===== src/verilog/net_pkg.sv =====
/*
  Shared types and constants of the network address controller.
  Referenced by scoped name from every RTL module.
*/
`default_nettype none

package net_pkg;

  // --------------------
  // basic network types
  // --------------------
  typedef logic [31:0] ip_addr_t;
  typedef logic [47:0] mac_addr_t;

  // raw PHY report, speed code 01 = 100M, 10 = 1G
  typedef struct packed {
    logic [1:0] speed;
    logic       duplex;
  } phy_status_t;

  // decoded DHCP offer, lease counted in seconds
  typedef struct packed {
    ip_addr_t    addr;
    logic [31:0] lease;
  } dhcp_offer_t;

  // origin of the committed local address
  typedef enum logic [1:0] {
    src_none       = 2'd0,
    src_static     = 2'd1,
    src_dhcp       = 2'd2,
    src_link_local = 2'd3
  } addr_source_e;

  // acquisition controller states
  typedef enum logic [2:0] {
    st_wait_link    = 3'd0,
    st_settle       = 3'd1,
    st_dhcp_request = 3'd2,
    st_dhcp_wait    = 3'd3,
    st_dhcp_hold    = 3'd4,
    st_running      = 3'd5
  } net_state_e;

  // fsm to result stage, address only meaningful for dhcp
  typedef struct packed {
    addr_source_e source;
    ip_addr_t     dhcp_ip;
  } addr_commit_t;

  // --------------------
  // timing constants
  // --------------------
  localparam logic [31:0] DEFAULT_TICKS_PER_SECOND = 32'd2_500_000;

  // all second counts fit the 5 bit acquisition counter
  localparam logic [4:0] SETTLE_SECONDS       = 5'd1;
  localparam logic [4:0] DHCP_GIVE_UP_SECONDS = 5'd15;
  localparam logic [4:0] DHCP_RETRY_1         = 5'd1;
  localparam logic [4:0] DHCP_RETRY_2         = 5'd3;
  localparam logic [4:0] DHCP_RETRY_3         = 5'd7;

  // twelve hours when the server gives no lease
  localparam logic [31:0] DEFAULT_RENEW_SECONDS = 32'd43_200;

  // retry holdoff is one second shifted down, i.e. 1/16 s
  localparam int unsigned HOLDOFF_SHIFT = 4;

  // 169.254.x.y
  localparam logic [15:0] LINK_LOCAL_PREFIX = {8'd169, 8'd254};

endpackage

`default_nettype wire


===== src/verilog/net_input_decode.sv =====
/*
  Brings the asynchronous PHY status into tx_clock and decodes link state.
  Also flags whether the configured static address is usable.
*/
`timescale 1ns/1ps
`default_nettype none

module net_input_decode (
  input  wire                  tx_clock,
  input  wire                  arst_n,
  input  net_pkg::phy_status_t phy_status,
  input  net_pkg::ip_addr_t    static_ip,
  output logic                 link_up,
  output logic                 speed_1gb,
  output logic                 static_valid
);

  // --------------------
  // synchroniser
  // --------------------
  net_pkg::phy_status_t phy_meta;
  net_pkg::phy_status_t phy_sync;

  // two stage sync, bits are independent levels from the PHY
  always_ff @(posedge tx_clock or negedge arst_n) begin
    if (!arst_n) begin
      phy_meta <= '0;
      phy_sync <= '0;
    end else begin
      phy_meta <= phy_status;
      phy_sync <= phy_meta;
    end
  end

  // --------------------
  // decode
  // --------------------
  // link counts as up only at full duplex with a legal speed code
  // (00 and 11 are not valid speeds)
  always_ff @(posedge tx_clock or negedge arst_n) begin
    if (!arst_n) begin
      link_up   <= 1'b0;
      speed_1gb <= 1'b0;
    end else begin
      link_up   <= phy_sync.duplex && (phy_sync.speed[1] != phy_sync.speed[0]);
      // upper bit alone marks gigabit
      speed_1gb <= phy_sync.speed[1];
    end
  end

  // zero and broadcast are both treated as unset
  assign static_valid = (static_ip != '0) && (static_ip != '1);

endmodule

`default_nettype wire


===== src/verilog/second_timer.sv =====
/*
  Restartable seconds prescaler with a one-shot retry holdoff strobe.
  The acquisition FSM restarts it to align seconds to its own events.
*/
`timescale 1ns/1ps
`default_nettype none

module second_timer #(
  parameter logic [31:0] TICKS_PER_SECOND = net_pkg::DEFAULT_TICKS_PER_SECOND
) (
  input  wire  tx_clock,
  input  wire  arst_n,
  input  wire  restart,
  output logic second_tick,
  output logic holdoff_tick
);

  localparam int CNT_W = $clog2(TICKS_PER_SECOND);
  localparam logic [CNT_W-1:0] LOAD = CNT_W'(TICKS_PER_SECOND - 1);
  // count value reached one holdoff period after restart
  localparam logic [CNT_W-1:0] HOLD_MATCH =
    CNT_W'(TICKS_PER_SECOND - (TICKS_PER_SECOND >> net_pkg::HOLDOFF_SHIFT));

  logic [CNT_W-1:0] count;
  logic             armed;

  // countdown, reloads on restart and on wrap
  always_ff @(posedge tx_clock or negedge arst_n) begin
    if (!arst_n) begin
      count <= LOAD;
      armed <= 1'b0;
    end else if (restart) begin
      count <= LOAD;
      armed <= 1'b1;
    end else begin
      count <= (count == '0) ? LOAD : count - 1'b1;
      // holdoff fires once per restart
      if (holdoff_tick) armed <= 1'b0;
    end
  end

  assign second_tick  = (count == '0);
  assign holdoff_tick = armed && (count == HOLD_MATCH);

endmodule

`default_nettype wire


===== src/verilog/addr_acquire_fsm.sv =====
/*
  Address acquisition FSM: link settle, static use, DHCP with retries,
  link-local fallback after 15 s, and renewal at half the lease.
*/
`timescale 1ns/1ps
`default_nettype none

module addr_acquire_fsm #(
  parameter logic [31:0] TICKS_PER_SECOND = net_pkg::DEFAULT_TICKS_PER_SECOND
) (
  input  wire                   tx_clock,
  input  wire                   arst_n,
  input  wire                   link_up,
  input  wire                   static_valid,
  input  wire                   offer_valid,
  input  net_pkg::dhcp_offer_t  offer,
  output logic                  dhcp_request,
  output logic                  dhcp_listen,
  output logic                  dhcp_timeout,
  output net_pkg::net_state_e   net_state,
  output logic                  commit_valid,
  output net_pkg::addr_commit_t commit,
  output logic                  invalidate
);

  net_pkg::net_state_e state;
  logic                timer_restart;
  logic                second_tick;
  logic                holdoff_tick;
  logic                sec_tick;
  logic [4:0]          sec_count;
  logic [4:0]          sec_next;
  logic                retry_due;
  logic                offer_take;
  logic                renew_active;
  logic [31:0]         renew_secs;

  second_timer #(
    .TICKS_PER_SECOND(TICKS_PER_SECOND)
  ) i_second_timer (
    .tx_clock     (tx_clock),
    .arst_n       (arst_n),
    .restart      (timer_restart),
    .second_tick  (second_tick),
    .holdoff_tick (holdoff_tick)
  );

  // a tick seen while the restart is still pending is from the old phase
  assign sec_tick   = second_tick && !timer_restart;
  assign sec_next   = sec_count + 5'd1;
  assign retry_due  = (sec_next == net_pkg::DHCP_RETRY_1) ||
                      (sec_next == net_pkg::DHCP_RETRY_2) ||
                      (sec_next == net_pkg::DHCP_RETRY_3);
  // listen is only high in wait and hold
  assign offer_take = dhcp_listen && offer_valid;
  assign net_state  = state;

  always_ff @(posedge tx_clock or negedge arst_n) begin
    if (!arst_n) begin
      state         <= net_pkg::st_wait_link;
      timer_restart <= 1'b0;
      sec_count     <= '0;
      dhcp_request  <= 1'b0;
      dhcp_listen   <= 1'b0;
      dhcp_timeout  <= 1'b0;
      commit_valid  <= 1'b0;
      commit        <= '0;
      invalidate    <= 1'b0;
      renew_active  <= 1'b0;
      renew_secs    <= '0;
    end else begin
      // strobes default low
      dhcp_request  <= 1'b0;
      commit_valid  <= 1'b0;
      invalidate    <= 1'b0;
      timer_restart <= 1'b0;

      if ((state != net_pkg::st_wait_link) && !link_up) begin
        // --------------------
        // link lost
        // --------------------
        // nothing was committed yet while settling
        invalidate   <= (state != net_pkg::st_settle);
        dhcp_listen  <= 1'b0;
        dhcp_timeout <= 1'b0;
        renew_active <= 1'b0;
        state        <= net_pkg::st_wait_link;
      end else if (offer_take) begin
        // offer accepted, renew at half lease or default
        commit_valid  <= 1'b1;
        commit        <= '{source: net_pkg::src_dhcp, dhcp_ip: offer.addr};
        dhcp_listen   <= 1'b0;
        renew_active  <= 1'b1;
        renew_secs    <= (offer.lease == '0) ? net_pkg::DEFAULT_RENEW_SECONDS
                                             : {1'b0, offer.lease[31:1]};
        timer_restart <= 1'b1;
        state         <= net_pkg::st_running;
      end else begin
        case (state)
          net_pkg::st_wait_link: begin
            if (link_up) begin
              sec_count     <= '0;
              timer_restart <= 1'b1;
              state         <= net_pkg::st_settle;
            end
          end

          net_pkg::st_settle: begin
            if (sec_tick && (sec_next == net_pkg::SETTLE_SECONDS)) begin
              if (static_valid) begin
                commit_valid <= 1'b1;
                commit       <= '{source: net_pkg::src_static, dhcp_ip: '0};
                renew_active <= 1'b0;
                state        <= net_pkg::st_running;
              end else begin
                // first discover, seconds count from here
                sec_count <= '0;
                state     <= net_pkg::st_dhcp_request;
              end
            end else if (sec_tick) begin
              sec_count <= sec_next;
            end
          end

          // one cycle here, request strobe is registered
          net_pkg::st_dhcp_request: begin
            dhcp_request  <= 1'b1;
            dhcp_listen   <= 1'b1;
            timer_restart <= 1'b1;
            state         <= net_pkg::st_dhcp_wait;
          end

          net_pkg::st_dhcp_wait: begin
            if (sec_tick) begin
              sec_count <= sec_next;
              if (sec_next == net_pkg::DHCP_GIVE_UP_SECONDS) begin
                // no offer, fall back to 169.254.x.y
                commit_valid <= 1'b1;
                commit       <= '{source: net_pkg::src_link_local, dhcp_ip: '0};
                dhcp_timeout <= 1'b1;
                dhcp_listen  <= 1'b0;
                renew_active <= 1'b0;
                state        <= net_pkg::st_running;
              end else if (retry_due) begin
                timer_restart <= 1'b1;
                state         <= net_pkg::st_dhcp_hold;
              end
            end
          end

          // short gap before the retry goes out
          net_pkg::st_dhcp_hold: begin
            if (holdoff_tick) state <= net_pkg::st_dhcp_request;
          end

          net_pkg::st_running: begin
            // static and link-local never renew
            if (renew_active && sec_tick) begin
              if (renew_secs <= 32'd1) begin
                sec_count    <= '0;
                renew_active <= 1'b0;
                state        <= net_pkg::st_dhcp_request;
              end else begin
                renew_secs <= renew_secs - 32'd1;
              end
            end
          end

          default: state <= net_pkg::st_wait_link;
        endcase
      end
    end
  end

endmodule

`default_nettype wire


===== src/verilog/addr_result.sv =====
/*
  Holds the committed local address, its source and validity.
  Picks static, DHCP or link-local address on each commit from the FSM.
*/
`timescale 1ns/1ps
`default_nettype none

module addr_result (
  input  wire                   tx_clock,
  input  wire                   arst_n,
  input  net_pkg::mac_addr_t    local_mac,
  input  net_pkg::ip_addr_t     static_ip,
  input  wire                   commit_valid,
  input  net_pkg::addr_commit_t commit,
  input  wire                   invalidate,
  output net_pkg::ip_addr_t     local_ip,
  output net_pkg::addr_source_e addr_source,
  output logic                  addr_valid
);

  net_pkg::ip_addr_t commit_ip;

  // address chosen by the commit source
  always_comb begin
    case (commit.source)
      net_pkg::src_static:     commit_ip = static_ip;
      net_pkg::src_dhcp:       commit_ip = commit.dhcp_ip;
      // link-local host part from the MAC low bytes
      net_pkg::src_link_local: commit_ip = {net_pkg::LINK_LOCAL_PREFIX, local_mac[15:0]};
      default:                 commit_ip = '0;
    endcase
  end

  // --------------------
  // result registers
  // --------------------
  always_ff @(posedge tx_clock or negedge arst_n) begin
    if (!arst_n) begin
      local_ip    <= '0;
      addr_source <= net_pkg::src_none;
      addr_valid  <= 1'b0;
    end else if (invalidate) begin
      // keep last address and source visible
      addr_valid <= 1'b0;
    end else if (commit_valid) begin
      local_ip    <= commit_ip;
      addr_source <= commit.source;
      addr_valid  <= (commit.source != net_pkg::src_none);
    end
  end

endmodule

`default_nettype wire


===== src/verilog/net_addr_ctrl.sv =====
/*
  Top level of the address controller: input decode, acquisition FSM
  and result stage, all on tx_clock.
*/
`timescale 1ns/1ps
`default_nettype none

module net_addr_ctrl #(
  parameter logic [31:0] TICKS_PER_SECOND = net_pkg::DEFAULT_TICKS_PER_SECOND
) (
  input  wire                   tx_clock,
  input  wire                   arst_n,
  input  net_pkg::phy_status_t  phy_status,
  input  net_pkg::ip_addr_t     static_ip,
  input  net_pkg::mac_addr_t    local_mac,
  input  wire                   offer_valid,
  input  net_pkg::dhcp_offer_t  offer,
  output logic                  dhcp_request,
  output logic                  dhcp_listen,
  output net_pkg::ip_addr_t     local_ip,
  output net_pkg::addr_source_e addr_source,
  output logic                  addr_valid,
  output logic                  link_up,
  output logic                  speed_1gb,
  output logic                  dhcp_timeout,
  output net_pkg::net_state_e   net_state
);

  logic                  static_valid;
  logic                  commit_valid;
  net_pkg::addr_commit_t commit;
  logic                  invalidate;

  // --------------------
  // decode
  // --------------------
  net_input_decode i_decode (
    .tx_clock     (tx_clock),
    .arst_n       (arst_n),
    .phy_status   (phy_status),
    .static_ip    (static_ip),
    .link_up      (link_up),
    .speed_1gb    (speed_1gb),
    .static_valid (static_valid)
  );

  // --------------------
  // acquisition
  // --------------------
  addr_acquire_fsm #(
    .TICKS_PER_SECOND(TICKS_PER_SECOND)
  ) i_fsm (
    .tx_clock     (tx_clock),
    .arst_n       (arst_n),
    .link_up      (link_up),
    .static_valid (static_valid),
    .offer_valid  (offer_valid),
    .offer        (offer),
    .dhcp_request (dhcp_request),
    .dhcp_listen  (dhcp_listen),
    .dhcp_timeout (dhcp_timeout),
    .net_state    (net_state),
    .commit_valid (commit_valid),
    .commit       (commit),
    .invalidate   (invalidate)
  );

  // --------------------
  // result
  // --------------------
  addr_result i_result (
    .tx_clock     (tx_clock),
    .arst_n       (arst_n),
    .local_mac    (local_mac),
    .static_ip    (static_ip),
    .commit_valid (commit_valid),
    .commit       (commit),
    .invalidate   (invalidate),
    .local_ip     (local_ip),
    .addr_source  (addr_source),
    .addr_valid   (addr_valid)
  );

endmodule

`default_nettype wire


===== config.mk =====
export PLATFORM = sky130hd
export DESIGN_NAME = net_addr_ctrl
export DESIGN_NICKNAME = d
export VERILOG_FILES = /design/src/verilog/net_pkg.sv /design/src/verilog/net_input_decode.sv /design/src/verilog/second_timer.sv /design/src/verilog/addr_acquire_fsm.sv /design/src/verilog/addr_result.sv /design/src/verilog/net_addr_ctrl.sv
export SDC_FILE = /design/constraint.sdc
export NUM_CORES = 1
export LEC_CHECK = 0
export BUFFER_PORTS_ARGS = -buffer_cell sky130_fd_sc_hd__buf_4
export CAP_MARGIN = 0
export CORE_ASPECT_RATIO = 1.4
export CORE_MARGIN = 1
export CORE_UTILIZATION = 54
export CTS_CLUSTER_SIZE = 24
export DETAILED_ROUTE_END_ITERATION = 10
export HOLD_SLACK_MARGIN = 0.12
export PLACE_DENSITY = 0.82
export SYNTH_ARGS = -nofsm -noshare
export SYNTH_HDL_FRONTEND = slang
export SYNTH_SLANG_ARGS = --single-unit

===== constraint.sdc =====
create_clock -name tx_clock -period 3.55 [get_ports tx_clock]
set_input_delay 0.71 -clock tx_clock [delete_from_list [all_inputs] [get_ports tx_clock]]
set_output_delay 0.71 -clock tx_clock [all_outputs]
set_load 0.01 [all_outputs]

Word level (Yosys, flattened, before mapping)
Index checks and enable logic that the tools add are counted.
{"block": "classes", "add_sub_neg": 3, "multipliers": 0, "div": 0, "order_cmp": 1, "eq_ne": 35, "shifts": 0, "mux": 72, "n_bitwise": 3, "reduce_logical": 37}
{"op": "$mux W34", "count": 5}
{"op": "$mux W32", "count": 4}
{"op": "$pmux W32 S3", "count": 1}
{"op": "$pmux W34 S2", "count": 1}
{"op": "$mux W22", "count": 2}
{"op": "$mux W1", "count": 35}
{"op": "$mux W3", "count": 11}
{"op": "$le A32 B1 Y1 const B", "count": 1}
{"op": "$logic_not A32 Y1", "count": 1}
{"op": "$ne A32 B32 Y1 const B", "count": 1}
{"op": "$reduce_bool A32 Y1", "count": 1}
{"op": "$sub A32 B1 Y32 const B", "count": 1}
{"op": "$mux W31", "count": 1}
{"op": "$mux W5", "count": 6}
{"op": "$ne A4 B1 Y1 const B", "count": 6}
{"op": "$eq A22 B22 Y1 const B", "count": 1}
{"op": "$logic_not A22 Y1", "count": 1}
{"op": "$sub A22 B1 Y22 const B", "count": 1}
{"op": "$reduce_and A7 Y1", "count": 3}
{"op": "$pmux W5 S4", "count": 1}
{"op": "$pmux W3 S6", "count": 1}
{"op": "$reduce_bool A2 Y1", "count": 8}
{"op": "$ne A3 B1 Y1 const B", "count": 4}
{"op": "$logic_and A1 B1 Y1", "count": 8}
{"op": "other kinds (30)", "count": 46}
{"block": "word_totals", "regBits": 147, "latchBits": 0, "ramBits": 0, "mem_bits_ro": 0, "inputBits": 150, "output_inout_bits": 43, "wordCells": 174, "mem_count": 0}

Logic depth before layout (Yosys ltp)
{"block": "depth", "depth_word": 10, "depth_mapped": 10, "ltp_nobuf": 9}

Modules after synthesis
A second synthesis with hierarchy kept.
{"block": "hier_totals", "cells_unflattened": 809, "hier_area_um2": 7835.0}
{"module": "addr_acquire_fsm", "instances": 1, "cells_each": 465, "area_per_inst_um2": 4320.4, "seq_area_each_um2": 2026.9}
{"module": "addr_result", "instances": 1, "cells_each": 188, "area_per_inst_um2": 1936.9, "seq_area_each_um2": 875.8}
{"module": "second_timer", "instances": 1, "cells_each": 125, "area_per_inst_um2": 1222.4, "seq_area_each_um2": 590.6}
{"module": "net_input_decode", "instances": 1, "cells_each": 31, "area_per_inst_um2": 355.3, "seq_area_each_um2": 200.2}

Least setup slack after synthesis
No wires, ideal clock.
{"block": "synth_timing", "path_kind": "flip-flop to flip-flop", "from": "register i_fsm.i_second_timer.count[19]", "to": "register i_fsm.sec_count[2]", "setup_ns": 0.095, "arrival_ns": 2.528, "required_time_ns": 3.455, "slack_ns": 0.926, "path_stages_with_launch": 8, "n_path_buf": 0, "period_less_slack_ns": 2.624, "path_cell_list": "dfrtp_1 > or3_4 > or4b_4 > or3_4 > o21ai_4 > nand3_2 > or3_4 > o31ai_1"}
{"block": "synth_via", "elab_chain_cells": 5, "word_cells_on_any_way": 10, "classes_between": "eq/ne: 2; mux: 3; reduce/logical: 5"}
{"element": "start: declaration", "line": "second_timer.sv:24", "source": "logic [CNT_W-1:0] count;"}
{"element": "start signal: assignment", "line": "second_timer.sv:36", "source": "count <= (count == '0) ? LOAD : count - 1'b1;"}
{"element": "$logic_not A22 Y1 *", "line": "second_timer.sv:42", "source": "assign second_tick = (count == '0);"}
{"element": "$logic_and A1 B1 Y1 *", "line": "addr_acquire_fsm.sv:49", "source": "assign sec_tick = second_tick && !timer_restart;"}
{"element": "$logic_and A1 B1 Y1, or another cell as far along", "line": "addr_acquire_fsm.sv:109", "source": "if (sec_tick && (sec_next == net_pkg::SETTLE_SECONDS)) begin"}
{"element": "$ne A3 B3 Y1 (no line), or another cell as far along"}
{"element": "$reduce_and A7 Y1 (no line) / $pmux W5 S4 (equally long branches)"}
{"element": "end signal: assignment", "line": "addr_acquire_fsm.sv:121", "source": "sec_count <= sec_next;"}
{"element": "end signal: assignment", "line": "addr_acquire_fsm.sv:135", "source": "sec_count <= sec_next;"}
{"element": "end: declaration", "line": "addr_acquire_fsm.sv:31", "source": "logic [4:0] sec_count;"}
Every way passes the cells marked *; elsewhere a longest branch is shown, timed or not.
A chain may end at the register's enable or synchronous reset.

Worst setup path after layout
{"block": "layout_timing", "from": "register i_fsm.renew_secs[0]", "to": "register i_fsm.renew_secs[20]"}
{"block": "layout_via", "elab_chain_cells": 5, "word_cells_on_any_way": 8, "classes_between": "add/sub: 1; order compare: 1; eq/ne: 1; mux: 4; reduce/logical: 1"}
{"element": "start: declaration", "line": "addr_acquire_fsm.sv:36", "source": "logic [31:0] renew_secs;"}
{"element": "start signal: assignment", "line": "addr_acquire_fsm.sv:94", "source": "renew_secs <= (offer.lease == '0) ? net_pkg::DEFAULT_RENEW_SECONDS"}
{"element": "start signal: assignment", "line": "addr_acquire_fsm.sv:164", "source": "renew_secs <= renew_secs - 32'd1;"}
{"element": "$sub A32 B1 Y32", "line": "addr_acquire_fsm.sv:164"}
{"element": "$mux W32", "line": "addr_acquire_fsm.sv:159", "source": "if (renew_secs <= 32'd1) begin"}
{"element": "$mux W32", "line": "addr_acquire_fsm.sv:158", "source": "if (renew_active && sec_tick) begin"}
{"element": "$mux W32", "line": "addr_acquire_fsm.sv:99", "source": "case (state)"}
{"element": "$mux W32", "line": "addr_acquire_fsm.sv:88", "source": "end else if (offer_take) begin"}
Parallel ways exist; a longest one is shown, timed or not. The select of a mux whose other input is x is not followed.

==> impl_metrics.prom <==
# TYPE chip_impl_metric gauge
chip_impl_info{name="synth.most_common_cell",value="dfrtp_1"} 1
chip_impl_metric{name="critical_path.max_fanout",unit=""} 7
chip_impl_metric{name="initial_core_util",unit="%"} 55.9
chip_impl_metric{name="route.vias.total",unit=""} 6972
chip_impl_metric{name="power.share.sequential",unit="%"} 39.4
chip_impl_metric{name="drt-total-wl",unit="microns"} 19800
chip_impl_metric{name="total_power",unit="uW"} 6380
chip_impl_metric{name="cts.htree.levels",unit=""} 4
chip_impl_metric{name="relSlewSlack",unit="%"} 36.8
chip_impl_info{name="synth_top_flop_cell",value="dfrtp_1"} 1
chip_impl_metric{name="final-setup-viol-count",unit=""} 0
chip_impl_metric{name="power_frac_clock",unit="%"} 29.9
chip_impl_info{name="worstSetupEndpointType",value="flip-flop"} 1
chip_impl_metric{name="muxShareOfSynthArea",unit="%"} 2.83
chip_impl_metric{name="cpPeakStageDelay",unit="ps"} 490
chip_impl_info{name="crit_type",value="flip-flop to flip-flop"} 1
chip_impl_info{name="path_delay_family",value="simple AND/OR/NAND/NOR gates"} 1
chip_impl_info{name="main_combinational_cell_family_by_area_after_synthesis",value="compound AO/OA/AOI/OAI gates"} 1
chip_impl_metric{name="synth_compound_gate_area_share",unit="%"} 22.5
chip_impl_metric{name="path_clk_slew",unit="ps"} 60
chip_impl_metric{name="die_area",unit="sq um"} 14400
chip_impl_metric{name="port-buffer-count",unit=""} 160
chip_impl_info{name="timing.critical_path.mode_cell",value="nand2_1"} 1
chip_impl_info{name="critical_path.slowest_cell",value="or3b_2"} 1
chip_impl_info{name="unrepaired_setup_endpoints_after_global_routing",value="no"} 1
chip_impl_metric{name="vias_in_the_first_global_route",unit=""} 6667
chip_impl_metric{name="io_pins",unit=""} 193
chip_impl_metric{name="tightestPinTransition",unit="ps"} 949
chip_impl_metric{name="flow.area_growth_from_synthesis",unit="%"} 27.5
chip_impl_metric{name="total_switching_power",unit="uW"} 2120
chip_impl_metric{name="post_synth_fa_ha_maj_area_fraction",unit="%"} 1.47
chip_impl_metric{name="hold_viol_final",unit=""} 0
chip_impl_metric{name="leakage",unit="uW"} 0.00435
chip_impl_metric{name="synth_top_cell_area_share",unit="%"} 45.0
chip_impl_metric{name="viasPerCell",unit=""} 6.06
chip_impl_metric{name="placementRows",unit=""} 50
chip_impl_info{name="yosys-top-cells-area",value="dfrtp_1 45%, o21ai_0 6.1%, nand2_1 4.5%"} 1
chip_impl_metric{name="data_required_time_of_the_worst_path",unit="ps"} 3890
chip_impl_metric{name="dpl.hpwl",unit="microns"} 14000
chip_impl_metric{name="async_reset_ff_share",unit="%"} 100
chip_impl_metric{name="max-vdd-ir-drop",unit="V"} 0.000415
chip_impl_metric{name="number_of_synthesized_flops_with_an_enable_pin",unit=""} 0
chip_impl_metric{name="timing.fmax",unit="GHz"} 0.348
chip_impl_metric{name="power.combinational.fraction",unit="%"} 30.7
chip_impl_metric{name="grt.overflow.total",unit=""} 0
chip_impl_metric{name="filler_cell_count",unit=""} 1030
chip_impl_metric{name="synth.avg_cell_area",unit="sq um"} 9.32
chip_impl_metric{name="synth.yosys.warnings",unit=""} 0
chip_impl_metric{name="core_area",unit="sq um"} 13500
chip_impl_info{name="min_path_type",value="input port to asynchronous set/reset pin"} 1
chip_impl_metric{name="post_layout_nonfiller_instances",unit=""} 1151
chip_impl_metric{name="synth-simple-area-share",unit="%"} 19.0
chip_impl_metric{name="ctsHoldBuffers",unit=""} 0
chip_impl_metric{name="drtAntennaViolNets",unit=""} 0
chip_impl_metric{name="placed_instances",unit=""} 1120
chip_impl_metric{name="layout_worst_path_cycle_share",unit="%"} 81.0
chip_impl_info{name="timing.critical_path.cells",value="inv_1 > ha_1 > or3b_2 > nor3_1 > nand2_1 > nor2_1 > nand2_1 > a2bb2oi_1 > o21ai_0"} 1
chip_impl_metric{name="syn_area",unit="sq um"} 7510
chip_impl_metric{name="syn-num-nets",unit=""} 964
chip_impl_metric{name="count_of_buffering_cells_on_the_critical_path_with_inverters_included",unit=""} 1
chip_impl_metric{name="grt_pass1_wl",unit="microns"} 32500
chip_impl_metric{name="postSynthCellCount",unit=""} 806
chip_impl_metric{name="grt_max_degree",unit=""} 69
chip_impl_metric{name="max_cap_viol_count",unit=""} 0
chip_impl_metric{name="post_route_cells_drive_above_1_share",unit="%"} 26.1
chip_impl_metric{name="max-clock-path-buffers",unit=""} 2
chip_impl_metric{name="fin_crit",unit="ps"} 2880
chip_impl_metric{name="distinct_cells_synth",unit=""} 58
chip_impl_metric{name="clock_latency_at_the_later_pin_of_the_worst_skew_pair",unit="ps"} 420
chip_impl_metric{name="arrival",unit="ps"} 3210
chip_impl_metric{name="fin_tns_setup",unit="ps"} 0
chip_impl_metric{name="fin_worst_hold_slack",unit="ps"} 255
chip_impl_metric{name="drt_iter0_markers",unit=""} 431
chip_impl_metric{name="drt_pass1_iterations",unit=""} 5
chip_impl_metric{name="switching_share",unit="%"} 33.2
chip_impl_metric{name="internal_pwr_total",unit="uW"} 4260
chip_impl_metric{name="antenna_found_initial",unit=""} 0
chip_impl_metric{name="drc",unit=""} 0
chip_impl_metric{name="routedWlPerCell",unit="microns"} 17.2
chip_impl_metric{name="cts.repair_timing.setup_buffer_count",unit=""} 0
chip_impl_metric{name="die-height",unit="microns"} 142
chip_impl_info{name="tritoncts_clock_tree",value="built"} 1
chip_impl_metric{name="synth_sequential_area_ratio",unit="%"} 49.2
chip_impl_metric{name="power.density_cell_area",unit="nW/um^2"} 666
chip_impl_metric{name="numClockSinks",unit=""} 147
chip_impl_info{name="worst_setup_path_start_kind",value="flip-flop"} 1
chip_impl_metric{name="gr-usage-all-layers",unit="%"} 28.7
chip_impl_metric{name="post-route-util",unit="%"} 71.2
chip_impl_metric{name="share_of_the_synthesized_netlist_area_taken_by_xor_and_xnor_gates",unit="%"} 1.98
chip_impl_metric{name="finalClockSkew",unit="ps"} 8.71
chip_impl_metric{name="ys_ff_latch",unit=""} 147
chip_impl_metric{name="dieWidth",unit="microns"} 102
chip_impl_metric{name="cts_made_buffers",unit=""} 17
chip_impl_metric{name="cts_resized",unit=""} 0
chip_impl_info{name="cts_root_buffer",value="clkbuf_16"} 1
chip_impl_info{name="run_status",value="finished, final reports clean"} 1
chip_impl_metric{name="placer_congestion_estimate",unit=""} 0.906
chip_impl_info{name="synthDominantAreaCellType",value="dfrtp_1"} 1
chip_impl_info{name="netlist_top_cells_count",value="135 x dfrtp_1, 92 x o21ai_0, 91 x nand2_1"} 1
chip_impl_metric{name="diodes",unit=""} 0
chip_impl_metric{name="report.final.slew_viol_count",unit=""} 0
chip_impl_metric{name="nets",unit=""} 1115
[layout by cell type (no fill, tap or decap), drive strengths merged, types with 3 or more instances in the layout]
| cell | count |
|---|---|
| buf | 178 |
| mux2 | 18 |
| inv | 18 |
| nand2 | 91 |
| dfstp | 12 |
| o31ai | 16 |
| clkinv | 5 |
| or3 | 16 |
| o22ai | 6 |
| a32oi | 4 |
| nor3 | 28 |
| a2bb2oi | 3 |
| or4 | 4 |
| a31oi | 5 |
| a211oi | 4 |
| ha | 8 |
| xnor2 | 10 |
| nor4 | 31 |
| nor2 | 61 |
| xor2 | 7 |
| o21bai | 3 |
| nor3b | 3 |
| bufinv | 4 |
| a21oi | 52 |
| nand4 | 20 |
| dfrtp | 135 |
| nand3 | 13 |
| a22oi | 29 |
| nand2b | 5 |
| a22o | 34 |
| and2 | 5 |
| o21ai | 93 |
| clkbuf | 19 |
[registers in the layout, summed over array words and instances, names as in the netlist, 2 cells and up]
name	cells
i_result.addr_source	2
i_decode.phy_meta	3
i_result.local_ip	32
i_fsm.sec_count	5
i_fsm.renew_secs	32
i_decode.phy_sync	3
i_fsm.net_state	3
i_fsm.i_second_timer.count	22
i_fsm.commit	34
[metrics by stage]
step / cell area [sq um] / worst slack, ps
floorplan: 7510 / 926
global placement: 8950 / 715
detailed placement: 8950 / 659
CTS: 9580 / 697
global route: 9580 / 446
finish: 9580 / 674
[cell type report]
class	count	area [sq um]	area share (%)
Clock inverter	12	178	1.85
Clock buffer	19	453	4.73
Timing Repair Buffer	178	1350	14.1
Multi-Input combinational cell	597	3610	37.7
Inverter	16	60.1	0.627
Tap cell	182	228	2.38
Sequential cell	147	3690	38.6
[worst reg2reg max path: stages (launching register included)]
cell,delay (ps)
dfrtp_1,400
inv_1,120
ha_1,240
or3b_2,490
nor3_1,420
nand2_1,220
nor2_1,440
nand2_1,150
a2bb2oi_1,160
o21ai_0,160
[final timing paths]
kind | slack [ps] | start | depth (start not counted) | to
worst max-delay path | 670 | i_fsm.renew_secs[0] | 9 | i_fsm.renew_secs[20]
worst min-delay path | 260 | arst_n | 1 | i_fsm.commit[21]
worst max register to register | 670 | i_fsm.renew_secs[0] | 9 | i_fsm.renew_secs[20]
worst min register to register | 350 | i_decode.phy_meta[0] | 0 | i_decode.phy_sync[0]
max in group asynchronous | 2480 | arst_n | 2 | i_fsm.i_second_timer.count[18]
min in group tx_clock | 350 | i_decode.phy_meta[0] | 0 | i_decode.phy_sync[0]
[per-layer routing]
| metal | wire length, microns | GRT usage, % |
|---|---|---|
| met2 | 9990 | 49.2 |
| met4 | 551 | 12.3 |
| met5 | 0 | 0 |
| met3 | 1470 | 5.86 |
| met1 | 7810 | 34.8 |
[cells by family (layout without fill, tap and decap cells)]
family,after synthesis,count (layout)
AND/OR/NAND/NOR,288,288
XOR/XNOR,17,17
flip-flops,147,147
adder cells (fa/ha/maj),9,9
multiplexers,19,19
AO/OA/AOI/OAI,264,264
buffers and inverters,62,225
[power groups by stage]
stage	clock network [uW]	registers (uW)	logic, uW
2_1_floorplan	0	2470	1180
3_3_place_gp	0	2510	1890
3_5_place_dp	0	2530	1940
4_1_cts	1930	2510	1960
5_1_grt	2000	2570	2170
6_report	1910	2510	1960
Note: power is estimated with default switching activity, not from simulation.
